--- src/delay_pkg.sv ---
`default_nettype none

package delay_pkg;

	////////////////////////////////////////
	// sizes

	localparam int sample_w   = 16;
	localparam int delay_w    = 16;
	localparam int gain_w     = 16;
	localparam int n_lines    = 4;
	localparam int mem_depth  = 256;
	localparam int addr_w     = 8;
	localparam int frac_bits  = 8;  // Q8 delay
	localparam int gain_frac  = 14; // Q14 gain
	localparam int gain_unity = 16384;
	localparam int gain_step  = 64;

	typedef logic signed [sample_w-1:0] sample_t;
	typedef logic        [addr_w-1:0]   addr_t;
	typedef logic        [delay_w-1:0]  delay_t;
	typedef logic signed [delay_w-1:0]  inc_t;
	typedef logic        [gain_w-1:0]   gain_t;
	typedef logic        [1:0]          line_id_t;

	////////////////////////////////////////
	// encodings

	typedef enum logic [1:0] {op_alloc, op_write, op_read} cmd_op_e;
	typedef enum logic [1:0] {st_ok, st_bad_line, st_no_space} resp_status_e;
	typedef enum logic [1:0] {ls_idle, ls_write, ls_fetch} line_state_e;
	typedef enum logic [1:0] {fs_idle, fs_wait_line, fs_gain, fs_ack} front_state_e;

	////////////////////////////////////////
	// bundles

	typedef struct packed {
		cmd_op_e  op;
		line_id_t line;
		addr_t    size;   // alloc only
		delay_t   delay;  // alloc only
		sample_t  sample; // write only
		inc_t     inc;    // write only
	} host_cmd_t;

	typedef struct packed {
		resp_status_e status;
		sample_t      sample;
	} host_resp_t;

	typedef struct packed {
		logic    write_en;
		logic    read_en;
		addr_t   addr;
		sample_t data;
	} mem_req_t;

endpackage

`default_nettype wire

--- src/sample_memory.sv ---
`default_nettype none

module sample_memory import delay_pkg::*; (
	input  wire       clk,
	input  wire       reset,
	input  wire       mem_req_t req,
	output logic      write_ack,
	output logic      read_valid,
	output sample_t   read_data
);

	sample_t ram [mem_depth];

	always_ff @(posedge clk) begin
		if (req.write_en) begin
			ram[req.addr] <= req.data;
		end
		if (req.read_en) begin
			read_data <= ram[req.addr]; // old data on same cycle
		end
	end

	always_ff @(posedge clk) begin
		if (reset) begin
			write_ack  <= 1'b0;
			read_valid <= 1'b0;
		end else begin
			write_ack  <= req.write_en;
			read_valid <= req.read_en;
		end
	end

	// requests arrive through the front end mux from one line at a time
	a_single_op: assert property (@(posedge clk) disable iff (reset)
		!(req.write_en && req.read_en));

endmodule

`default_nettype wire

--- config.mk ---
export PLATFORM = sky130hd
export DESIGN_NAME = sample_memory
export DESIGN_NICKNAME = d
export VERILOG_FILES = /design/src/delay_pkg.sv /design/src/sample_memory.sv
export SDC_FILE = /design/constraint.sdc
export NUM_CORES = 2
export LEC_CHECK = 0
export BUFFER_PORTS_ARGS = -buffer_cell sky130_fd_sc_hd__buf_2
export CORE_MARGIN = 2
export CORE_UTILIZATION = 35
export DETAILED_ROUTE_END_ITERATION = 12
export PLACE_DENSITY = 0.56
export RECOVER_POWER = 25
export SLEW_MARGIN = 20
export SYNTH_ARGS = -nofsm -noshare
export SYNTH_HDL_FRONTEND = slang
export SYNTH_SLANG_ARGS = --single-unit
export TNS_END_PERCENT = 50
--- constraint.sdc ---
create_clock -name clk -period 6 [get_ports clk]
set_input_delay 0.3 -clock clk [delete_from_list [all_inputs] [get_ports clk]]
set_output_delay 0.3 -clock clk [all_outputs]
set_load 0.01 [all_outputs]
* Yosys cells after proc, flatten, opt, wreduce, memory -nomap -nowiden
Memory sizes are Yosys's and may differ from the RTL's. A register that Yosys moved wholly into a read port is not among the register bits.
Cells that the tools add are included.
** Storage, ports and cells
- Bits in registers :: 2
- Memory bits (writable) :: 4096
- Output and inout port bits :: 18
- Logic and storage cells :: 5
- Memories kept :: 1
** Memory list
- ram :: depth 256, width 16, rd ports 1, clocked after memory_dff 1, wr ports 1, RTL line sample_memory.sv:12 : sample_t ram [mem_depth];
** Cells by class
- Muxes and demuxes :: 2
** Operators by type and width (number)
- $mux W1 :: 2

* Depth between registers and ports, before layout
- Word-level depth :: 2
- Depth in mapped cells :: 10
- Gate-level depth less buffers :: 5

* Worst setup path after synthesis
No wires, ideal clock.
- Path type :: input to register
- From :: input port req[17] (netlist bit)
- To :: memory ram[145][0] (netlist bit) (enable)
- Setup time :: 0.409 ns
- Data arrival time :: 2.590 ns
- Data required time :: 5.591 ns
- Slack :: 3.001 ns
- Stages on the path :: 7
- Buffers on the path :: 5
- Cells stage by stage :: clkbuf_1 -> buf_2 -> clkbuf_1 -> clkbuf_1 -> nand2b_1 -> clkbuf_1 -> nor3_1
** RTL lines
- start: declaration :: RTL line sample_memory.sv:6 : input wire mem_req_t req,
- end: declaration :: RTL line sample_memory.sv:12
Straight into the memory's write port.

* Worst setup path in the final report
- From :: input port req[0] (netlist bit)
- To :: memory ram[124][0] (netlist bit), data pin
Straight into the memory's write port.

==> impl_metrics.json <==
{
  "tns_ns": 0,
  "regArea_sq_um": 124000,
  "cts-resized-gates": 0,
  "swShare_pct": 21.6,
  "rsz0062_at_grt": "no",
  "grt_pass1_wl_mm": 609,
  "synth_top_area_share_pct": 79.4,
  "startpoint_type": "input port",
  "p_total_mw": 59.9,
  "nets": 7266,
  "status": "complete, but fails checks",
  "wirelength_mm": 437,
  "cts_buffer_depth": 4,
  "antenna_found_initial": 32,
  "numPortBuffers": 45,
  "ys_seq_area_share_pct": 79.4,
  "p_int_mw": 47.0,
  "fmax_mhz": 213,
  "synth_cells": 6731,
  "place_congestion": 0.812,
  "syn_nets": 6759,
  "die_y_um": 671,
  "cp.arrival_ns": 5.31,
  "grt_overflow": 0,
  "die_w_um": 671,
  "wl_met3_mm": 32.4,
  "start_util_pct": 35.2,
  "cts_sinks": 4114,
  "slew_headroom_pct": -236,
  "routedLengthMet1_mm": 177,
  "finalInstanceArea_sq_um": 180000,
  "p_comb_share_pct": 4.7,
  "first_global_vias": 76200,
  "endpoint_kind": "flop",
  "p_per_area_nw_per_um2": 334,
  "coreArea_sq_um": 442000,
  "ios": 46,
  "vias": 75900,
  "violations": "max-capacitance violations, max-slew violations",
  "synth_area_leaders": "edfxtp_1, mux4_2, a22oi_1, a21oi_1, clkbuf_1",
  "ys.flop_type": "edfxtp_1",
  "setup_violations": 0,
  "p_clk_share_pct": 42.3,
  "num-fill-cells": 38600,
  "switchingPower_mw": 12.9,
  "synth.distinct_cells": 22,
  "cp.required_ns": 6.61,
  "cts_made_buffers": 422,
  "drt_iter0_drc": 9475,
  "met2_length_mm": 214,
  "min_path_type": "input port to flop",
  "std_cell_rows": 244,
  "grtUsageTotal_pct": 19.0,
  "synthesis.area_sq_um": 156000,
  "async_flop_share_pct": 0,
  "syn_area_per_cell_sq_um": 23.1,
  "drv_cap": 15,
  "leakage_nw": 54.5,
  "highest_layer": "met5",
  "placed_cell_area_sq_um": 166000,
  "htree_levels": 5,
  "multi_input_area_sq_um": 31000,
  "ys_seq_elements": 4114,
  "path_max_fanout": 154,
  "layout-drive-gt1-share_pct": 29.4,
  "hpwl_mm": 253,
  "drc": 0,
  "wire_per_inst_um": 32.3,
  "min_period_ns": 4.70,
  "cts-root-buf": "clkbuf_16",
  "drt_first_pass_iters": 5,
  "clk_latency_ns": 0.98,
  "ir_drop_mv": 0.238,
  "period_share_pct": 78.3,
  "area_growth_pct": 15.4,
  "crit_type": "input port to flop",
  "post_cts_buffers": 0,
  "cts_tree": "built",
  "seq_power_share_pct": 53.1,
  "synth-edff-count": 4112,
  "worstMarginPinSlew_ns": 5.05,
  "hold_viol": 0,
  "synth_area_leader_cell": "edfxtp_1",
  "fin_util_pct": 40.6,
  "synth_warnings": 0,
  "viasPerCell": 5.61,
  "design.die.area_sq_um": 450000,
  "clkTransAtPathRegs_ns": 0.06,
  "grt_max_degree": 183,
  "skew_ns": 0.0822,
  "ant_nets": 0,
  "report.final.slew_viol_count": 1196
}
[final timing paths]
kind	from	endpoint	slack (ns)	cells after the start
setup reg to reg	ram[251][10]	read_data[10]	2.60	6
hold / removal	req[25]	ram[60][15]	0.08	3
setup / recovery	req[0]	ram[124][0]	1.30	3
hold reg to reg	ram[133][1]	read_data[1]	1.08	5
[final cells by class]
| cell class | instances | area share [%] |
|---|---|---|
| well taps | 5904 | 4.11 |
| flip-flops and latches | 4114 | 68.8 |
| repair buffers | 503 | 2.42 |
| multi-input cells | 2196 | 17.3 |
| inverters | 1 | 0.00209 |
| diodes | 32 | 0.0446 |
| clock buffers | 532 | 6.21 |
| clock inverters | 236 | 1.16 |
[kinds of logic after synthesis]
group | count (synthesis) | share of synthesized area (%)
buffers and inverters | 421 | 1.23
AOI/OAI and AO/OA | 832 | 3.65
and+or+nand+nor | 340 | 0.913
muxes | 1024 | 14.8
DFF | 4114 | 79.4
[per-stage QoR]
step                      instances  worst slack, ns  hold slack (ns)
after global placement        12700            0.571            0.679
after global routing          13500            0.987           0.0609
after CTS                     13500             2.08           0.0299
final                         13500             1.30           0.0823
after floorplan                6731             3.00            0.367
after detailed placement      12700             1.05            0.680
[placed cells by master (no fill, tap or decap), types with 19 or more instances in the layout]
master,n
a22oi_1,512
mux4_2,1024
edfxtp_1,4112
nor2_4,21
nand2_1,21
nor2_1,159
clkbuf_16,429
buf_4,387
nor2_2,53
o41ai_1,27
dlygate4sd3_1,19
buf_2,27
clkbuf_1,110
a21oi_1,256
clkinv_1,100
bufinv_16,28
o41ai_2,34
clkinv_2,72
nor3_2,28
buf_12,44
diode_2,32
[routing by layer]
metal	vias to the layer above	global-route usage, %
met5	-	0
met4	8	6.03
met3	585	2.83
met2	3434	31.2
met1	41700	26.1
li1	30200	-
[synth_stat cells (2+ instances only)]
cell type / instances
nor2b_1: 8
mux4_2: 1024
and2_1: 3
a22oi_1: 512
or2_2: 2
nand2_1: 28
nand3_1: 13
buf_1: 54
dfxtp_1: 2
o41ai_1: 64
buf_6: 25
buf_4: 12
nand2b_1: 6
nor3_1: 30
clkbuf_1: 243
a21oi_1: 256
nor2_1: 233
buf_2: 86
nand4_1: 16
edfxtp_1: 4112
[state kept, by name, summed over array words and instances, names as in the netlist]
signal	flops
ram	4096
read_data	16
read_valid	1
write_ack	1
[power by group through the flow]
stage               clock network (mW)  registers (mW)  logic, mW
floorplan                            0            32.3       1.36
global placement                     0            32.4       2.78
detailed placement                   0            32.4       2.83
CTS                               25.8            31.8       2.85
global route                      26.9            31.8       2.94
finish                            25.3            31.8       2.80
[what timing repair did]
item / CTS / global route
setup endpoints to repair: 0 / 0
hold buffers: 19 / 0
endpoints found under the hold margin: 917 / 0
[worst max-delay path, cell delays in order]
cell	delay (ns)
dlygate4sd3_1	0.52
clkdlybuf4s25_1	3.53
buf_12	0.39
Power figures use the tool's default switching activity.
