<file path="src/delay_pkg.sv">
`default_nettype none

package delay_pkg;

	////////////////////////////////////////
	// sizes

	localparam int sample_w   = 16;
	localparam int delay_w    = 16;
	localparam int gain_w     = 16;
	localparam int n_lines    = 4;
	localparam int mem_depth  = 256;
	localparam int addr_w     = 8;
	localparam int frac_bits  = 8;  // Q8 delay
	localparam int gain_frac  = 14; // Q14 gain
	localparam int gain_unity = 16384;
	localparam int gain_step  = 64;

	typedef logic signed [sample_w-1:0] sample_t;
	typedef logic        [addr_w-1:0]   addr_t;
	typedef logic        [delay_w-1:0]  delay_t;
	typedef logic signed [delay_w-1:0]  inc_t;
	typedef logic        [gain_w-1:0]   gain_t;
	typedef logic        [1:0]          line_id_t;

	////////////////////////////////////////
	// encodings

	typedef enum logic [1:0] {op_alloc, op_write, op_read} cmd_op_e;
	typedef enum logic [1:0] {st_ok, st_bad_line, st_no_space} resp_status_e;
	typedef enum logic [1:0] {ls_idle, ls_write, ls_fetch} line_state_e;
	typedef enum logic [1:0] {fs_idle, fs_wait_line, fs_gain, fs_ack} front_state_e;

	////////////////////////////////////////
	// bundles

	typedef struct packed {
		cmd_op_e  op;
		line_id_t line;
		addr_t    size;   // alloc only
		delay_t   delay;  // alloc only
		sample_t  sample; // write only
		inc_t     inc;    // write only
	} host_cmd_t;

	typedef struct packed {
		resp_status_e status;
		sample_t      sample;
	} host_resp_t;

	typedef struct packed {
		logic    write_en;
		logic    read_en;
		addr_t   addr;
		sample_t data;
	} mem_req_t;

endpackage

`default_nettype wire

</file>
<file path="src/output_gain.sv">
`default_nettype none

module output_gain import delay_pkg::*; (
	input  wire     clk,
	input  wire     reset,
	input  wire     valid_in,
	input  wire     sample_t sample_in,
	input  wire     gain_t gain,
	output logic    valid_out,
	output sample_t sample_out
);

	logic signed [2*sample_w:0] product;
	logic signed [2*sample_w:0] shifted;

	assign product = sample_in * $signed({1'b0, gain}); // gain is unsigned Q14
	assign shifted = product >>> gain_frac;

	always_ff @(posedge clk) begin
		if (shifted[2*sample_w:sample_w-1] != {(sample_w+2){shifted[2*sample_w]}}) begin
			sample_out <= shifted[2*sample_w] ? {1'b1, {(sample_w-1){1'b0}}}
			                                  : {1'b0, {(sample_w-1){1'b1}}};
		end else begin
			sample_out <= shifted[sample_w-1:0];
		end
	end

	always_ff @(posedge clk) begin
		if (reset) begin
			valid_out <= 1'b0;
		end else begin
			valid_out <= valid_in;
		end
	end

endmodule

`default_nettype wire

</file>
<file path="config.mk">
export PLATFORM = sky130hd
export DESIGN_NAME = output_gain
export DESIGN_NICKNAME = d
export VERILOG_FILES = /design/src/delay_pkg.sv /design/src/output_gain.sv
export SDC_FILE = /design/constraint.sdc
export NUM_CORES = 1
export LEC_CHECK = 0
export ABC_CLOCK_PERIOD_IN_PS = 10900
export BUFFER_PORTS_ARGS = -buffer_cell sky130_fd_sc_hd__clkbuf_2
export CAP_MARGIN = 30
export CORE_MARGIN = 3
export CORE_UTILIZATION = 30
export CTS_CLUSTER_SIZE = 10
export DETAILED_ROUTE_END_ITERATION = 16
export GPL_TIMING_DRIVEN = 0
export SLEW_MARGIN = 10
export SYNTH_ARGS = -nofsm -noshare
export SYNTH_HDL_FRONTEND = slang
export SYNTH_SLANG_ARGS = --single-unit
</file>
<file path="constraint.sdc">
create_clock -name clk -period 10.9 [get_ports clk]
set_input_delay 1.09 -clock clk [delete_from_list [all_inputs] [get_ports clk]]
set_output_delay 1.09 -clock clk [all_outputs]
set_load 0.02 [all_outputs]
</file>
# Word-level counts from Yosys, hierarchy flattened
# Cells that the tools add are included.
[totals]
register_bits = 17
[classes]
eq_ne = 1
mul = 1
n_mux = 2
[op_table]
columns = ["op", "n"]
rows = [
  ["$mul 16x17->33", 1],
  ["$mux 16", 2],
  ["$ne 3x3->1", 1],
]

# Longest topological paths before layout
[logic_depth]
ltp_word = 3
depth_mapped = 24

# Least setup slack after synthesis
# No wires, ideal clock.
[synth_path]
path_kind = "input to register"
startpoint = "input port sample_in[7]"
endpoint = "register sample_out[10]"
slack_ns = 3.888
arrival_ns = 6.875
required_time_ns = 10.763
path_stages = 24
n_path_buf = 3
setup_ns = 0.137
path_cell_list = "clkbuf_1 -> nand2_1 -> fa_1 -> inv_1 -> fa_1 -> inv_1 -> fa_1 -> inv_1 -> fa_1 -> fa_1 -> inv_1 -> fa_1 -> inv_1 -> ha_1 -> clkbuf_1 -> a21oi_1 -> o21ai_0 -> o211ai_1 -> a211oi_1 -> o2bb2ai_1 -> nand2_1 -> o311ai_4 -> buf_6 -> o32ai_2"
[synth_via]
elab_chain_cells = 3
elab_cells_between_ends = 4
[synth_rtl]
columns = ["element", "line_no", "text"]
rows = [
  ["from (decl)", "output_gain.sv:7", "input wire sample_t sample_in,"],
  ["$mul 16x17->33 *", "output_gain.sv:16", "assign product = sample_in * $signed({1'b0, gain});"],
  ["$ne 3x3->1 / $mux 16 (equally long branches)", "output_gain.sv:20, output_gain.sv:21", ""],
  ["$mux 16 *", "output_gain.sv:20", "if (shifted[2*sample_w:sample_w-1] != {(sample_w+2){shifted[2*sample_w]}}) begin"],
  ["to (signal assigned)", "output_gain.sv:21", "sample_out <= shifted[2*sample_w] ? {1'b1, {(sample_w-1){1'b0}}}"],
  ["to (signal assigned)", "output_gain.sv:24", "sample_out <= shifted[sample_w-1:0];"],
  ["to (decl)", "output_gain.sv:10", "output sample_t sample_out"],
]
# Every way passes the cells marked *; elsewhere a longest branch is shown, timed or not.
# A chain may end at the register's enable or synchronous reset.

# Worst setup path after layout
[layout_path]
startpoint = "input port gain[6]"
endpoint = "register sample_out[13]"
[layout_via]
elab_chain_cells = 3
elab_cells_between_ends = 4
[layout_rtl]
columns = ["element", "line_no", "text"]
rows = [
  ["from (decl)", "output_gain.sv:8", "input wire gain_t gain,"],
  ["$mul 16x17->33 *", "output_gain.sv:16", ""],
  ["$ne 3x3->1 / $mux 16 (equally long branches)", "output_gain.sv:20, output_gain.sv:21", ""],
  ["$mux 16 *", "output_gain.sv:20", ""],
]
# Marked as above.

==> impl_results.md <==
* Final count of hold timing violations at 0
* Core area at 0.0310 mm2
* DRC at 0
* Slowest CP cell: fa_1
* Post-synth top flop: dfxtp_1
* Critical path launch point: gain[6]
* DRT Wirelength at 26.0 mm
* CP max stage delay at 0.56 ns
* Pin count of the biggest net entering global routing at 11
* Crit-path max FO at 10
* CTS buffer count at 3
* Layout cells sized above 1 at 0.0794
* Post-synth ARST share at 0
* Total negative slack at 0 ns
* CP cell instances: clkbuf_2, clkbuf_1, nand2_1, fa_1, inv_1, fa_1, fa_1, fa_1, fa_1, inv_1, fa_1, inv_1, ha_1, clkbuf_1, a21oi_1, o21ai_0, nor3b_1, a2111oi_0, o2bb2ai_1, nand2_1, a21oi_2, buf_2, o22ai_2
* Grt total ovfl at 0
* CTS hold repair buffers at 0
* Status: complete, no violations
* Post-layout util at 0.335
* Mapped Area at 0.00954 mm2
* CP Data Required Time at 11.01 ns
* Die Ht at 184 um
* Post-DR vias/cell at 4.90
* Syn Area/Cell at 8.85 um2
* Max Cap Viol at 0
* Syn-to-layout area delta at 8.72%
* Placed Cells at 1525
* Most frequent CP cell: fa_1
* Die area at 0.0340 mm2
* Yosys cell types at 60
* Root Driver: clkbuf_16
* Maximum clock frequency at 124 MHz
* Most common cell after layout, fill and taps aside: inv_1
* Least-Margin Pin Slew at 0.804 ns
* Most frequent cells in the layout: inv_1, fa_1, nand2_1
* Longest Clk Path Bufs at 2
* WP depth at 23
* CTS clock-pin slew for the worst setup and hold paths at 0.05 ns
* Initial antenna violation count at 0
* Synthesized net count at 1425
* Number of enable flip-flop cells after synthesis at 0
* Gate count after technology mapping at 1078
* Crit share post-route at 0.743
* Buf+Inv Stages, Crit Path at 7
* Nets at 1481
* Final cell count without fillers at 1530
* Post-CTS Setup Bufs at 0
* Die W at 184 um
* Remaining antenna violation count after routing at 0
* Vias in the first global route at 7774
* Crit path capture: sample_out[13]
* Top delay family on crit path: adder cells
* Number of port buffers at 51
* Top Ports at 52
* CTS Sinks at 17
* CTS tree: done
* Worst Hold Class: in2reg
* Row Count at 64
* Crit path DAT at 8.21 ns
* Min Tclk post-route at 8.09 ns
* Seq/Total Area, Yosys at 0.0357
* First-pass GRT wire length at 41.9 mm
* # H-tree levels at 1
* Crit end category: flop
* Via count at 7500
* FF+latch count, synth at 17
* GRT Total Usage at 0.157
* Max_slew headroom at 0.464
* WL/cell at 17.0 um
* 1st-pass router iterations at 6
* Max Slew Vio Count at 0
* CP Class: in2reg
* GP Congestion at 0.913
* Unrepaired setup endpoints after global routing: false
* Post-CTS Resized at 0
* DRT iter0 DRCs at 582
* Starting Density at 0.308
* YS warnings at 0
* Count of final setup violators at 0
* DP HPWL at 22.1 mm
* Crit start category: primary input
## worst min path at each step
stage	from	endpoint	slack, ns	cells past startpoint
4_1_cts	reset	valid_out	1.0	2
6_report	reset	valid_out	1.0	2
3_5_place_dp	reset	valid_out	1.26	2
2_1_floorplan	reset	valid_out	1.16	1
5_1_grt	reset	valid_out	1.02	2
3_3_place_gp	reset	valid_out	1.25	2
## flip-flops by register name, indices dropped and copies added, names as in the netlist
| signal | cells |
|---|---|
| valid_out | 1 |
| sample_out | 16 |
## synthesized netlist by cell type (all sizes together), types with 7 or more instances
master | count | area (um2)
a21o | 12 | 90.1
a21oi | 30 | 154
a31oi | 9 | 56.3
and2 | 125 | 782
buf | 8 | 52.6
clkbuf | 36 | 136
dfxtp | 17 | 340
fa | 193 | 3860
ha | 119 | 1490
inv | 242 | 908
nand2 | 138 | 518
nand3 | 7 | 40.0
nand4 | 8 | 50.1
nor2 | 22 | 82.6
o21ai | 8 | 40.0
o21bai | 7 | 52.6
o22ai | 15 | 156
o311ai | 7 | 86.4
xnor2 | 10 | 87.6
## routing by layer
metal | vias to the layer above | global-route usage | share of wire | wire (um)
li1 | 3428 | - | - | -
met1 | 3828 | 0.220 | 0.44 | 11500
met2 | 210 | 0.270 | 0.49 | 12700
met3 | 34 | 0.0109 | 0.050 | 1300
met4 | 0 | 0.0311 | 0.019 | 507
met5 | - | 0 | 0 | 0
## cell type report
cell class,count,area [um2]
Buffer,44,189
Fill cell,3243,20600
Timing Repair Buffer,51,255
Inverter,242,908
Multi-Input combinational cell,775,8100
Clock buffer,4,78.8
Antenna cell,1,2.50
Tap cell,396,495
Sequential cell,17,340
## kinds of logic (layout without fill, tap and decap cells)
group	count (synthesis)	in the layout	share of synthesized area
DFF	17	17	0.0357
buffers and inverters	286	341	0.115
other	0	1	0
muxes	1	1	0.00105
and+or+nand+nor	329	329	0.176
adders and majority gates	312	312	0.561
xor gates and xnor gates	16	16	0.0147
AOI/OAI and AO/OA	117	117	0.0964
## stage by stage
step | area [um2] | worst slack [ns] | hold slack, ns
final | 10400 | 2.81 | 0.999
after global routing | 10400 | 2.34 | 1.02
after CTS | 10400 | 2.84 | 0.998
after detailed placement | 10300 | 2.60 | 1.26
after global placement | 10300 | 2.65 | 1.25
after floorplan | 9540 | 3.89 | 1.16
Power is left out: the tool's default activity adds up to more than one toggle a clock period on the data nets, which glitch-free logic cannot reach.
