## src/delay_pkg.sv

```systemverilog
`default_nettype none

package delay_pkg;

	////////////////////////////////////////
	// sizes

	localparam int sample_w   = 16;
	localparam int delay_w    = 16;
	localparam int gain_w     = 16;
	localparam int n_lines    = 4;
	localparam int mem_depth  = 256;
	localparam int addr_w     = 8;
	localparam int frac_bits  = 8;  // Q8 delay
	localparam int gain_frac  = 14; // Q14 gain
	localparam int gain_unity = 16384;
	localparam int gain_step  = 64;

	typedef logic signed [sample_w-1:0] sample_t;
	typedef logic        [addr_w-1:0]   addr_t;
	typedef logic        [delay_w-1:0]  delay_t;
	typedef logic signed [delay_w-1:0]  inc_t;
	typedef logic        [gain_w-1:0]   gain_t;
	typedef logic        [1:0]          line_id_t;

	////////////////////////////////////////
	// encodings

	typedef enum logic [1:0] {op_alloc, op_write, op_read} cmd_op_e;
	typedef enum logic [1:0] {st_ok, st_bad_line, st_no_space} resp_status_e;
	typedef enum logic [1:0] {ls_idle, ls_write, ls_fetch} line_state_e;
	typedef enum logic [1:0] {fs_idle, fs_wait_line, fs_gain, fs_ack} front_state_e;

	////////////////////////////////////////
	// bundles

	typedef struct packed {
		cmd_op_e  op;
		line_id_t line;
		addr_t    size;   // alloc only
		delay_t   delay;  // alloc only
		sample_t  sample; // write only
		inc_t     inc;    // write only
	} host_cmd_t;

	typedef struct packed {
		resp_status_e status;
		sample_t      sample;
	} host_resp_t;

	typedef struct packed {
		logic    write_en;
		logic    read_en;
		addr_t   addr;
		sample_t data;
	} mem_req_t;

endpackage

`default_nettype wire

```

## src/command_front.sv

```systemverilog
`default_nettype none

module command_front import delay_pkg::*; (
	input  wire                clk,
	input  wire                reset,
	input  wire                req,
	input  wire                host_cmd_t cmd,
	output logic               ack,
	output host_resp_t         resp,
	output logic [n_lines-1:0] line_init,
	output logic [n_lines-1:0] line_start,
	output addr_t              init_base,
	output addr_t              init_size,
	output delay_t             init_delay,
	input  wire                mem_req_t line_mem [n_lines],
	output mem_req_t           mem,
	input  wire  [n_lines-1:0] line_done,
	input  wire                sample_t line_sample [n_lines],
	input  wire                gain_t line_gain [n_lines],
	output logic               gain_valid,
	output sample_t            gain_sample,
	output gain_t              gain_value,
	input  wire                scaled_valid,
	input  wire                sample_t scaled_sample
);

	front_state_e state;

	logic                      req_q;
	line_id_t                  active;
	logic [$bits(line_id_t):0] alloc_count;
	logic [addr_w:0]           next_base;
	logic [addr_w:0]           alloc_end;
	line_id_t                  next_line;
	logic                      line_ok;
	logic                      alloc_fail;
	sample_t                   last_out [n_lines];

	assign alloc_end  = next_base + {1'b0, cmd.size};
	assign next_line  = alloc_count[$bits(line_id_t)-1:0];
	assign line_ok    = {1'b0, cmd.line} < alloc_count;
	assign alloc_fail = (alloc_count == ($bits(line_id_t)+1)'(n_lines)) ||
	                    (cmd.size == '0) ||
	                    (alloc_end > (addr_w+1)'(mem_depth));

	assign mem = line_mem[active]; // one command in flight

	always_ff @(posedge clk) begin
		line_init  <= '0;
		line_start <= '0;
		gain_valid <= 1'b0;
		if (reset) begin
			req_q       <= 1'b0;
			state       <= fs_idle;
			ack         <= 1'b0;
			active      <= '0;
			alloc_count <= '0;
			next_base   <= '0;
		end else begin
			req_q <= req;
			case (state)
				fs_idle: begin
					if (req_q) begin
						state       <= fs_ack;
						resp.status <= st_ok;
						resp.sample <= '0;
						case (cmd.op)
							op_alloc: begin
								if (alloc_fail) begin
									resp.status <= st_no_space;
								end else begin
									line_init[next_line] <= 1'b1;
									init_base            <= next_base[addr_w-1:0];
									init_size            <= cmd.size;
									init_delay           <= cmd.delay;
									last_out[next_line]  <= '0;
									resp.sample          <= sample_t'(alloc_count);
									alloc_count          <= alloc_count + 1'b1;
									next_base            <= alloc_end;
								end
							end
							op_write: begin
								if (!line_ok) begin
									resp.status <= st_bad_line;
								end else begin
									line_start[cmd.line] <= 1'b1;
									active               <= cmd.line;
									state                <= fs_wait_line;
								end
							end
							op_read: begin
								if (!line_ok) begin
									resp.status <= st_bad_line;
								end else begin
									resp.sample <= last_out[cmd.line];
								end
							end
							default: resp.status <= st_bad_line;
						endcase
					end
				end
				fs_wait_line: begin
					if (line_done[active]) begin
						gain_valid  <= 1'b1;
						gain_sample <= line_sample[active];
						gain_value  <= line_gain[active];
						state       <= fs_gain;
					end
				end
				fs_gain: begin
					if (scaled_valid) begin
						resp.sample      <= scaled_sample;
						last_out[active] <= scaled_sample;
						state            <= fs_ack;
					end
				end
				fs_ack: begin
					if (req_q) begin
						ack <= 1'b1; // held until the host drops req
					end else begin
						ack   <= 1'b0;
						state <= fs_idle;
					end
				end
				default: state <= fs_idle;
			endcase
		end
	end

	a_ack_after_req: assert property (@(posedge clk) disable iff (reset)
		$rose(ack) |-> $past(req));

endmodule

`default_nettype wire

```

## config.mk

```make
export PLATFORM = sky130hd
export DESIGN_NAME = command_front
export DESIGN_NICKNAME = d
export VERILOG_FILES = /design/src/delay_pkg.sv /design/src/command_front.sv
export SDC_FILE = /design/constraint.sdc
export NUM_CORES = 1
export LEC_CHECK = 0
export BUFFER_PORTS_ARGS = -buffer_cell sky130_fd_sc_hd__buf_2
export CORE_AREA = 2 2 168 170
export CTS_CLUSTER_SIZE = 8
export DETAILED_ROUTE_END_ITERATION = 6
export DIE_AREA = 0 0 170 172
export PLACE_DENSITY = 0.63
export SYNTH_ARGS = -nofsm -noshare
export SYNTH_HDL_FRONTEND = slang
export SYNTH_SLANG_ARGS = --single-unit
```

## constraint.sdc

```tcl
create_clock -name clk -period 7.38 [get_ports clk]
set_input_delay 1.107 -clock clk [delete_from_list [all_inputs] [get_ports clk]]
set_output_delay 1.107 -clock clk [all_outputs]
set_load 0.03 [all_outputs]
```

* Word level (Yosys, flattened, before mapping)
Memory sizes are Yosys's and may differ from the RTL's.
Cells that the tools add are included.
** Word-level totals
- Memory bits (writable) :: 64
- Flip-flop bits (word level) :: 109
- Latch bits :: 0
- Word-level logic and storage cells :: 112
- Input port bits :: 316
- ROM bits :: 0
- Memories kept :: 1
- Output and inout bits :: 118
** Operators by class
- Eq/ne operators :: 10
- Div/mod/pow operators :: 0
- $lt $le $gt $ge :: 8
- Multipliers :: 0
- Shift operators :: 0
- Reductions and logical operators :: 20
- Bitwise logic cells :: 9
- Multiplexer cells :: 46
- Add/subtract/negate cells :: 2
** Memory list
- last_out :: words 4, bits a word 16, rd ports 1, clocked after memory_dff 0, write ports 1, RTL line command_front.sv:37 : sample_t last_out [n_lines];
** Operator list (count)
- two-way mux 16 bit :: 8
- binary-select mux 16 bit (select 2 bit) :: 2
- case mux 16 bit (2 select lines) :: 2
- binary-select mux 26 bit (select 2 bit) :: 1
- two-way mux 26 bit :: 2
- two-way mux 1 bit :: 17
- two-way mux 2 bit :: 8
- AND reduction 4 bit :: 4
- OR reduction 16 bit :: 1
- OR reduction 5 bit :: 2
- adder 9 x 8 -> 9 bit :: 1
- > comparator 9 bit (second input constant) :: 1
- less-than comparator 2 x 3 -> 1 bit (second input constant) :: 3
- zero test 8 bit :: 1
- != test 2 bit (second input constant) :: 4
- inverter 1 bit :: 8
- case mux 2 bit (4 select lines) :: 1
- equality test 2 bit (second input constant) :: 3
- AND reduction 3 bit :: 2
- AND reduction 5 bit :: 1
- demux 1 bit (select 2 bit) :: 2
- equality test 2 x 1 -> 1 bit (second input constant) :: 2
- >= comparator 2 x 1 -> 1 bit (second input constant) :: 2
- zero test 2 bit :: 2
- 12 further kinds :: 15

* Logic depth before layout (Yosys ltp)
Gate-level depths: netlist (run 1).
- Word-level depth :: 10
- Gate-level depth with buffers :: 11
- Depth with buffers taken out :: 10

* Least setup slack after synthesis (run 1)
Ideal clock, no wire load.
- Kind :: input-to-reg
- Start point :: input cmd[48] (netlist bit)
- End point :: memory last_out[1][0] (netlist bit) (enable)
- Buffers on the path :: 0
- Arrival time :: 4.333 ns
- Setup slack :: 2.674 ns
- Stages on the path :: 10
- Path through :: ha_1 inv_1 fa_1 nand2b_1 a211oi_2 o31a_1 nor3_1 o311a_4 nor3_4 a41o_1
** On the way
- Longest elaborated chain between the ends :: 10
- Elaborated cells on any way between the ends :: 12
- Classes of those cells :: add/sub: 1; order compare: 1; mux: 7; reduce/logical: 3
** Ends and longest elaborated chain
- from (decl) :: RTL line command_front.sv:7 : input wire host_cmd_t cmd,
- adder 9 x 8 -> 9 bit or zero test 8 bit (tied branches) :: RTL line command_front.sv:39, command_front.sv:43
- > comparator 9 bit or logical OR 1 bit (tied branches) :: RTL line command_front.sv:44, command_front.sv:42
- logical OR 1 bit * :: RTL line command_front.sv:43 : (cmd.size == '0) ||
- two-way mux 1 bit * :: RTL line command_front.sv:69 : if (alloc_fail) begin
- two-way mux 1 bit * :: RTL line command_front.sv:67 : case (cmd.op)
- two-way mux 1 bit * :: RTL line command_front.sv:63 : if (req_q) begin
- two-way mux 1 bit * :: RTL line command_front.sv:61 : case (state)
- two-way mux 1 bit * :: RTL line command_front.sv:52 : if (reset) begin
- two-way mux 1 bit (not written as such) * :: RTL line command_front.sv:76 : last_out[next_line] <= '0;
- two-way mux 1 bit (no source line) *
- to (decl) :: RTL line command_front.sv:37
Every way passes the cells marked *; elsewhere a longest branch is shown, timed or not.

* Final worst setup path (run 1)
- Start point :: input cmd[48] (netlist bit)
- End point :: memory last_out[2][1] (netlist bit) (enable)
Same word-level chain as after synthesis.

==> results of run 1 <==
==> layer usage <==
layer / wire length (µm) / up-vias / part of all wire [%] / GRT usage (%)
met5: 0 / - / 0 / 0
met4: 825 / 0 / 3.1 / 7.135
met2: 13960 / 295 / 53 / 30.63
li1: - / 2793 / - / -
met3: 1439 / 29 / 5.5 / 3.067
met1: 10150 / 3033 / 38 / 21.11
==> flip-flops by register name, summed over array words and instances, names as in the netlist, 3 cells and up <==
name         cells
alloc_count      3
last_out        64
gain_sample     16
resp            18
next_base        9
init_size        8
init_delay      16
init_base        8
line_init        4
gain_value      16
line_start       4
==> metrics by stage <==
stage,util (%),power (mW),hold slack [ps],instances,cell area [µm²]
after global placement,38.63,1.640,453.3,1210,10620
final,40.91,2.570,467.4,1243,11240
after CTS,40.90,2.606,474.0,1242,11240
after detailed placement,38.63,1.645,456.2,1210,10620
after global routing,40.91,2.672,481.3,1243,11240
after floorplan,-,1.447,427.8,484,8215
==> kinds of logic after synthesis <==
logic type      Yosys count  share of synthesized area, %
fa+ha+maj                22                         3.442
xor+xnor                  5                        0.5331
mux                      78                         20.93
simple gates             88                         6.336
buf+inv                  44                         2.102
compound gates           74                         6.717
flops                   173                         59.95
==> synthesized netlist by cell type, types with 4 or more instances <==
library cell	count	area [µm²]
nand2_1	8	30.03
ha_1	21	262.8
edfxtp_1	146	4384
clkbuf_1	19	71.32
buf_1	8	30.03
nor2_1	15	56.30
mux4_2	75	1689
nand3_1	7	35.03
dfxtp_1	27	540.5
a21oi_1	15	75.07
nand2b_1	5	31.28
inv_1	16	60.06
or3_1	5	31.28
and2_1	21	131.4
o21ai_0	12	60.06
nor3b_1	6	45.04
a22o_1	14	122.6
nor3_1	4	20.02
a22oi_1	4	30.03
a211oi_1	4	30.03
==> final timing paths <==
kind                                    from        endpoint  slack, ps  cells after the start
worst min-delay path            next_base[0]    init_base[0]        470                      0
worst max-delay path                 cmd[48]  last_out[2][1]       2950                     12
worst min register to register  next_base[0]    init_base[0]        470                      0
worst max register to register  next_base[0]  last_out[2][1]       3380                     11
==> area by class of cell <==
type | count | area [µm²] | area share, %
antenna | 1 | 2.502 | 0.02226
clock buffer | 18 | 429.2 | 3.818
clock inverter | 14 | 192.7 | 1.714
inverter | 16 | 60.06 | 0.5343
multi-input combinational | 267 | 3133 | 27.87
sequential | 173 | 4930 | 43.86
tap | 346 | 432.9 | 3.852
timing repair buffer | 408 | 2059 | 18.32
==> power by group through the flow <==
stage          logic [mW]  registers, mW  clock network [mW]
2_1_floorplan       0.206           1.24                   0
3_3_place_gp        0.469           1.17                   0
3_5_place_dp        0.473           1.17                   0
4_1_cts             0.474           1.15               0.981
5_1_grt             0.503           1.16                1.01
6_report            0.469           1.15               0.951
==> reports/summary.md, run 1 <==
Entering global routing, the biggest net connects 65 pins. For the initial antenna violation count, the log shows 1. The number of synthesized register bits was 173. The signal on the critical path passes through buf_2 -> ha_1 -> inv_1 -> fa_1 -> nand2b_1 -> a211oi_2 -> o31a_1 -> nor3_1 -> o311a_4 -> nor3_4 -> buf_4 -> a41o_1. After layout, the worst setup slack is 2950 ps. Data arrives at the worst endpoint at 4480 ps. The required time at the worst-slack endpoint is 7430 ps, and the number of cells upsized or downsized after cts is 0.

The final layout contains routed wiring with a total length of 26380 µm. The area growth from synthesis to final layout works out to 36.81%. Summed over all nets, the switching power comes to 0.7664 mW. In this run the cell area of the synthesized design comes to 8215 µm².

The tools report the max-slew violation count as 0. The global-route wire length before repair is 36690 µm. Counting every sink on the clock net gives 173. The most common cell after layout, fill and taps aside is buf_2. TritonCTS built the clock tree. Actual transition at the worst max-transition pin: 940.7 ps.

The combined buffer and inverter count along the critical path is 3. In the final layout, the share of cells above drive strength 1 is 59.38%. The tools report the category of the worst setup path launch point as an input pin. The initial utilization of the core area, before any placement, comes to 29.90%. Across the VDD grid, the largest voltage drop is 162.1 µV. The number of global-route vias before repair is 6039. The die height was 172 µm; the number of synthesized flops with an enable pin was 146. Of the available clock period, the critical path in the final layout requires 60.02%.

Setup repair after global routing left no endpoint under its margin. After the last flow step, the layout net total stands at 1221. The count of input and output buffers is 401. For the number of buffers added to fix hold violations after cts, the log shows 0.

The category of the worst setup path capture point was a flop. The switching share of power was 29.82%; the clock group share of total power was 37.0%. The path category of the worst min-delay check is flop to flop.

Detailed placement finished with a half-perimeter wire length of 20530 µm. The count of final hold-check violations came out at 0. The most frequently used flop master after synthesis is edfxtp_1. The later pin in the worst-skew pair is clocked with a latency of 430 ps. Summing the sequential cell areas from Yosys gives 59.95% of the chip area. Buffers added to address setup during post-CTS repair amount to 0. The shortest period the worst path allows was 4430 ps.

Counting the buffers created by CTS gives 17. After synthesis, the mean cell area works out to 16.97 µm². The logs give 225.7 MHz for the top achievable clock speed and 51 for the post-synthesis cell type count. The post-detailed-route count of antenna-violating nets is 0, and the largest stage delay on the critical path is 810 ps. The accumulated negative setup slack is 0 ps. The die is 170 µm wide. Across the run, the number of max-cap violations was 0. In the routed design, unresolved DRC markers number 0. Share of total power in sequential cells: 44.7%.

When the netlist entered floorplanning its net count stood at 822. The critical path's top delay family was compound AO/OA/AOI/OAI gates. Global routing used 17.36% of the available tracks. Dividing total power by cell area gives a power density of 228.7 nW/µm².

In this run the tightest slew margin relative to its limit is 37.29%. After clock tree synthesis, the clock-pin slew on the worst setup and hold paths is 80 ps. Counting the fill cells in the layout gives 2568. The internal power was 1.804 mW; the via density per instance was 4.948. The tools report the clock tree root buffer cell as clkbuf_16. The number of levels in the clock H-tree was 4; the site row count was 61. The flow ran to the end, and the final reports show no timing, DRC or antenna violations.

The first TritonRoute pass finished after 5 iterations. The detail-routed net length per standard cell was 21.22 µm; the combinational group share of total power was 18.2%. Setup violations remaining at the end of the flow were counted as 0.

The class of the most critical setup path is input pin to flop. Die outline area: 29240 µm². For the final database, setup skew stands at 19.25 ps. Among all stages on the critical path, the largest delay is contributed by a41o_1. For this run, the number of Yosys warnings is 0.

The sum of overflow across all layers after global routing is 0. Of all nets on the critical path, the largest fanout is 40. The logs give 524 for the number of DRC markers in iteration 0 and 2465 ps for the worst setup slack after placement. For the static leakage, the log shows 4.494 nW. Of all flip-flops after synthesis, the portion carrying an async set or reset was 0%. At the end of routability-driven placement, the weighted congestion stood at 0.8761.

For the number of ports placed on the die boundary, the log shows 434. In the layout the commonest cells are buf_2 (401), edfxtp_1 (146), mux4_2 (75), dfxtp_1 (25). The number of instances in the synthesized netlist came out at 484. The tools report the via total after detailed routing as 6150. The clock passes through at most 2 buffers. Core area: 27480 µm².
No activity file was read; power rests on OpenSTA's default activity.
==> run 2, diff against run 1 <==
- PLACE_DENSITY: 0.63 -> 0.65
- clock period: 7.38 -> 3.9 ns (I/O delays scaled with it)
==> run 2 against run 1 <==
Net effect: final cell count increased by 0.56%; routed wire length increased by 6.6%; non-clock buffer count increased by 6; clock power increased by 85%; clock skew decreased by 2.3 ps; via count increased by 1.5%; design area increased by 0.59%; sequential share of layout area decreased by 0.26 points; worst hold slack got worse by 140 ps; critical path type is now flop to flop; largest cell class unchanged; largest power group unchanged; highest routed layer is now met5.
==> reports/summary.md, run 2 (synthesized netlist as in run 1, its figures left out) <==
The run finished with clean final reports. The total routing resource utilization after global routing is 18.39% (+1.0 points), and the worst setup slack after placement is 249.1 ps (-2216 ps). The tools report the number of levels in the clock H-tree as 4 (unchanged). Global-route wire length before repair: 38270 µm (+4.3%).

For the largest vdd supply drop, the log shows 327.4 µV (+100%). The first-pass iteration count of the detailed router was 5 (unchanged). The number of DRC markers in iteration 0 is 490 (-6.5%), and the detail-routed net length per standard cell is 22.49 µm (+6.0%). The run gives 22110 µm (+7.7%) as the detailed placement HPWL.

Routing usage on met1: 23.01% (+1.9 points). Post-detailed-route count of antenna-violating nets: 0 (unchanged). By startpoint and endpoint, the worst setup path is classified as flop to flop.

The sum of internal, switching and leakage power is 4.841 mW (+88%), and the smallest setup slack after layout is 526.8 ps (-2423 ps). Number of buffers added to fix hold violations after cts: 0 (unchanged). The register bank with the most flops was last_out. The via density per instance is 4.993 (+0.91%), and the data arrival time of the critical path is 3460 ps (-1020 ps).

The total of fill cells in the finished design is 2595 (+1.1%). The tightest min-delay check is of the input pin to flop type. Area growth from synthesis to final layout: 37.62%. The clock period could shrink to 3373 ps. The library cell used most frequently in the layout, excluding fill and tap cells, is buf_2.

For the top achievable clock speed, the log shows 296.5 MHz. The required time at the worst-slack endpoint was 3980 ps (-3450 ps). The number of ports placed on the die boundary was 434 (unchanged).

The actual transition at the worst max-transition pin is 910.6 ps (-30.05 ps), and the final number of setup-violating endpoints is 0 (unchanged). The ratio of total power to cell area is 428.2 nW/µm² (+87%), and the post-detailed-routing wire length is 28110 µm (+6.6%). The biggest fanout along the worst timing path works out to 16 (-60%).

The logs give 36.4% (-0.6 points) for the clock group share of total power and 0 (unchanged) for the sum of overflow across all layers after global routing. For the final-stage net count, the log shows 1227 (+0.49%). The horizontal die dimension was 170 µm (unchanged). The global routing stage identified its most utilized layer as met2.

Setup repair after global routing left no endpoint under its margin. The top cell types in the final layout, fill and taps aside, are buf_2 (401), edfxtp_1 (146), mux4_2 (75), dfxtp_1 (25). The area used by multi-input combinational logic was 3159 µm² (+0.84%). The met2 usage in global routing was 30.19% (-0.44 points); the clock slew at the register clock pins of the worst setup and hold paths was 80 ps (about the same). The global-route met3 utilization came out at 4.967% (+1.9 points). TritonCTS built the clock tree.

The power dissipated by switching net loads was 1.482 mW (+93%); the internal power was 3.358 mW (+86%). The count of input and output buffers came out at 401 (unchanged). Global placer's final weighted congestion: 0.8885 (+1.4%). The number of cells upsized or downsized after cts was 0 (unchanged); the switching share of power was 30.63% (+0.81 points). For the count of final hold-check violations, the log shows 0 (unchanged). The via total after detailed routing was 6241 (+1.5%).

The max-capacitance violation count was 0 (unchanged). The buffers inserted during post-CTS setup optimization is 0 (unchanged), and the combinational group share of total power is 18.6% (+0.4 points). The flip-flop count of the largest register after layout is 64 (unchanged), and the max-slew violation count is 0 (unchanged). The layout cell share with drive strength beyond 1 was 60.42% (+1.0 points); the total clock buffers created by CTS was 17 (unchanged). The worst setup path is captured at a flop. For the static leakage, the log shows 4.529 nW (+0.80%).

The insertion delay to the later sink of the worst-skew pair is 440 ps (about the same), and the site row count is 61 (unchanged). The logs give 16.95 ps (-2.301 ps) for the maximum clock skew at final layout and 29240 µm² (unchanged) for the die outline area. In the final layout, the registers with the most flip-flops are last_out (64), resp (18). The core area is 27480 µm² (unchanged). For the relative slew slack, the log shows 39.29% (+2.0 points). The run gives 47 (-28%) as the maximum number of pins on one net before global-route repair. The die height is 172 µm (unchanged), and the share of total power in sequential cells is 45.1% (+0.4 points). The initial antenna violation count was 3 (+2). The largest buffer count on any clock path came out at 2 (unchanged). STA classifies the critical path startpoint as a flop.

The number of global-route vias before repair came out at 6070 (+0.51%). The number of sinks on the clock net is 173 (unchanged), and the share of the clock period used by the worst path after layout is 86.49%. The tools report the clock tree root buffer cell as clkbuf_16. The register area is 4930 µm² (unchanged). The initial core utilization is 29.90% (unchanged), and the total DRC errors in the routed layout is 0 (unchanged).
run 2: cell count changes in the layout (fill, tap and decap cells not counted), moves of 2 or more:
cell	previous run	this run
buf_4	7	13
a41o_1	3	0
inv_8	5	2
a41o_2	0	2
clkinv_4	1	3
clkinv_8	4	6
inv_6	1	3
run 2: final cells by class:
type / count / share of cell area [%]
Clock inverter: 15 / 1.671
Clock buffer: 17 / 3.763
Timing Repair Buffer: 414 / 18.61
Inverter: 16 / 0.5312
Multi-Input combinational cell: 267 / 27.94
Sequential cell: 173 / 43.60
Antenna cell: 2 / 0.04427
Tap cell: 346 / 3.829
run 2: metrics by stage:
stage	setup TNS (ps)	utilization [%]	hold WS, ps	instance area [µm²]	std cells
6_report	0	41.15	323.2	11310	1250
5_1_grt	0	41.15	303.2	11310	1250
4_1_cts	0	41.13	301.5	11300	1248
3_5_place_dp	0	38.89	449.7	10690	1216
3_3_place_gp	0	38.89	440.3	10690	1216
2_1_floorplan	-1705	-	427.8	8242	484
run 2: worst paths after layout:
path,startpoint,slack (ps),cells past startpoint,to
worst max-delay path,next_base[0],530,10,last_out[3][13]
worst min-delay path,cmd[46],320,1,init_delay[14]
worst max register to register,next_base[0],530,10,last_out[3][13]
worst min register to register,next_base[4],460,0,init_base[4]
run 2: critical path, cell delays in order (launching register included):
cell      delay, ps
dfxtp_1         370
ha_1            200
inv_1            60
fa_1            390
nand2b_4        170
a211oi_2        300
o311a_1         250
o21ai_0         230
o311a_4         250
nor3_4          240
a41o_2          550
run 2: per-layer routing:
metal / routed length, µm / up-vias
li1: - / 2801
met1: 11030 / 3090
met2: 14040 / 313
met3: 2009 / 35
met4: 1013 / 2
met5: 13 / -
run 2: power by group through the flow:
stage | Clock, mW | Sequential [mW] | Combinational (mW)
global route | 1.86 | 2.19 | 0.967
floorplan | 0 | 2.35 | 0.392
CTS | 1.80 | 2.18 | 0.910
detailed placement | 0 | 2.22 | 0.907
finish | 1.76 | 2.18 | 0.900
global placement | 0 | 2.22 | 0.890
==> run 3, diff against run 2 <==
- CORE_AREA: 2 2 168 170 -> 2 2 170 172
- CTS_BUF_LIST: not set -> sky130_fd_sc_hd__clkbuf_2
- DIE_AREA: 0 0 170 172 -> 0 0 172 174
- PLACE_DENSITY: 0.65 -> 0.64
==> run 3 against run 2 <==
Net effect: combinational power increased by 3.1%; flip-flop and latch count unchanged; critical path depth increased by 2; maximum frequency increased by 1.5%; critical endpoint is now last_out[1][10]; critical path type is now input pin to flop; die area increased by 2.4%; clock skew increased by 38 ps; register-to-register slack improved by 150 ps; clock power decreased by 40%; design area increased by 0.31%; first-iteration DRC count decreased by 3.5%; via count increased by 1.9%; count of clock-buffer cells in the layout unchanged.
==> reports/summary.md, run 3 (synthesized netlist as in run 1, its figures left out) <==
The run finished with clean final reports. Global placer's final weighted congestion: 0.8686 (-2.2%). For the core area, the log shows 28240 µm² (+2.8%). For this design, the slowest cell found on the critical path is dlygate4sd3_1. Walking the worst path, the cells encountered are dlygate4sd3_1 -> buf_2 -> ha_1 -> inv_1 -> fa_1 -> nand2b_4 -> a211oi_2 -> o311a_1 -> o21ai_0 -> o311a_4 -> nor3_4 -> a41o_4. The largest vdd supply drop was 179.6 µV (-45%). The largest stage delay on the critical path works out to 530 ps (-20 ps).

TritonCTS built the clock tree. Accumulated negative setup slack: 0 ps (unchanged). The maximum number of pins on one net before global-route repair is 38 (-19%), and the number of levels in the clock H-tree is 4 (unchanged).

The horizontal die dimension is 172 µm (+1.2%), and the layout cell share with drive strength beyond 1 is 58.97% (-1.5 points). The critical path is of the input pin to flop type. The data arrival time of the critical path is 3760 ps (+300 ps).

For the final-stage net count, the log shows 1257 (+2.4%). The tools report the power dissipated by switching net loads as 1.326 mW (-11%). The run gives 473 (-3.5%) as the number of DRC markers in iteration 0. In the final layout, the registers with the most flip-flops are last_out (64), resp (18). In the layout the commonest cells are buf_2 (401), edfxtp_1 (146), mux4_2 (75), dfxtp_1 (25), dlygate4sd3_1 (25).

The number of ports placed on the die boundary was 434 (unchanged); the shortest period the worst path allows was 3323 ps (-49.91 ps). The area growth from synthesis to final layout is 38.04%. The initial antenna violation count is 2 (-1).

The logs give 52.3% (+7.2 points) for the share of total power in sequential cells and 21140 µm (-4.4%) for the detailed placement HPWL. The run gives 29.09% (-0.81 points) as the initial core utilization. The static leakage came out at 4.533 nW (about the same). The path category of the worst min-delay check was input pin to flop. Category of the worst setup path launch point: an input pin. Ranked by flip-flop count, first place goes to last_out. The via density per instance is 4.834 (-3.2%), and the max-slew violation count is 0 (unchanged). Biggest fanout along the worst timing path: 16 (unchanged). The max-capacitance violation count was 0 (unchanged); the ratio of total power to cell area was 367.2 nW/µm² (-14%). The tools report the total routing resource utilization after global routing as 17.95% (-0.43 points). The detail-routed net length per standard cell came out at 20.57 µm (-8.5%). Clock group share of total power: 25.4% (-11 points).

The insertion delay to the later sink of the worst-skew pair is 760 ps (+320 ps), and the die height is 174 µm (+1.2%). The tools report the clock tree root buffer cell as clkbuf_2. The smallest setup slack after layout was 576.7 ps (+49.91 ps).

The internal power was 2.838 mW (-15%); the post-detailed-routing wire length was 27070 µm (-3.7%). The clock slew at the register clock pins of the worst setup and hold paths was 300 ps (+220 ps). The tools report the number of global-route vias before repair as 6451 (+6.3%).

The first-pass iteration count of the detailed router is 5 (unchanged). The switching share of power came out at 31.84% (+1.2 points). The combinational group share of total power is 22.3% (+3.7 points), and the utilization after layout is 40.16% (-0.98 points).

Via total after detailed routing: 6361 (+1.9%). Relative slew slack: 41.76% (+2.5 points). Required time at the worst-slack endpoint: 4340 ps (+360 ps).

The logs give 173 (unchanged) for the number of sinks on the clock net and 38840 µm (+1.5%) for the global-route wire length before repair. Post-detailed-route count of antenna-violating nets: 0 (unchanged). The largest buffer count on any clock path is 2 (unchanged), and the count of final hold-check violations is 0 (unchanged). The total DRC errors in the routed layout is 0 (unchanged), and the total of fill cells in the finished design is 2707 (+4.3%).

Flip-flop count of the largest register after layout: 64 (unchanged). The top achievable clock speed is 300.9 MHz (+1.5%), and the actual transition at the worst max-transition pin is 873.5 ps (-37.11 ps). The run gives 54.88 ps (+37.93 ps) as the maximum clock skew at final layout.

The count of input and output buffers works out to 401 (unchanged). The tools report the site row count as 62 (+1.6%). For the final number of setup-violating endpoints, the log shows 0 (unchanged).

The share of the clock period used by the worst path after layout works out to 85.21% (-1.3 points). The logs give 363.1 ps (+113.9 ps) for the worst setup slack after placement and 17 (unchanged) for the total clock buffers created by CTS. The tools report the category of the worst setup path capture point as a flop. The tools report the number of cells upsized or downsized after cts as 0 (unchanged). The most common cell after layout, fill and taps aside is buf_2. The sum of overflow across all layers after global routing was 0 (unchanged); the die outline area was 29930 µm² (+2.4%). Setup repair after global routing left no endpoint under its margin.
-- run 3: cell type report --
cell class,instances,area [µm²],share of cell area [%]
repair buffers,444,2430,21.43
flip-flops and latches,173,4930,43.47
clock inverters,14,193.9,1.710
diodes,1,2.502,0.02207
multi-input cells,267,3159,27.86
clock buffers,17,85.08,0.7502
inverters,16,60.06,0.5296
well taps,384,480.5,4.237
-- run 3: power groups by stage --
stage / logic [mW] / registers [mW] / clock network (mW)
after detailed placement: 0.917 / 2.22 / 0
after CTS: 0.940 / 2.18 / 1.10
after global routing: 0.998 / 2.19 / 1.17
final: 0.928 / 2.18 / 1.06
after floorplan: 0.392 / 2.35 / 0
after global placement: 0.903 / 2.21 / 0
-- run 3: repair_timing --
item	4_1_cts	5_1_grt
endpoints found under the hold margin	25	0
endpoints found under the setup margin	0	0
hold buffers	25	0
buffers inserted	0	0
-- run 3: path summary, 6_finish.rpt --
check / cells after the start / start / slack (ps) / to
max: 12 / cmd[48] / 580 / last_out[1][10]
min: 2 / scaled_sample[12] / 120 / resp[12]
max reg2reg: 10 / next_base[0] / 680 / last_out[1][10]
min reg2reg: 0 / next_base[4] / 500 / init_base[4]
-- run 3: through the flow --
step	instance area [µm²]	hold WS (ps)	total power, mW	cells
6_report	11340	115.7	4.164	1316
3_5_place_dp	10810	444.1	3.135	1259
4_1_cts	11340	12.55	4.220	1315
2_1_floorplan	8242	427.8	2.739	484
3_3_place_gp	10810	439.5	3.118	1259
5_1_grt	11340	7.873	4.355	1316
-- run 3: worst max-delay path, delay by kind of cell --
| kind | cells | cell delay [ps] |
|---|---|---|
| AO/OA/AOI/OAI | 5 | 1420 |
| buffers and inverters | 3 | 720 |
| adder cells (fa/ha/maj) | 2 | 570 |
| AND/OR/NAND/NOR | 2 | 430 |
-- run 3: metal layers --
layer,track usage [%],part of all wire [%],vias to the layer above
li1,-,-,2856
met1,21.24,37,3136
met2,31.58,52,338
met3,3.825,8.0,29
met4,7.178,3.2,2
met5,0,0.048,-
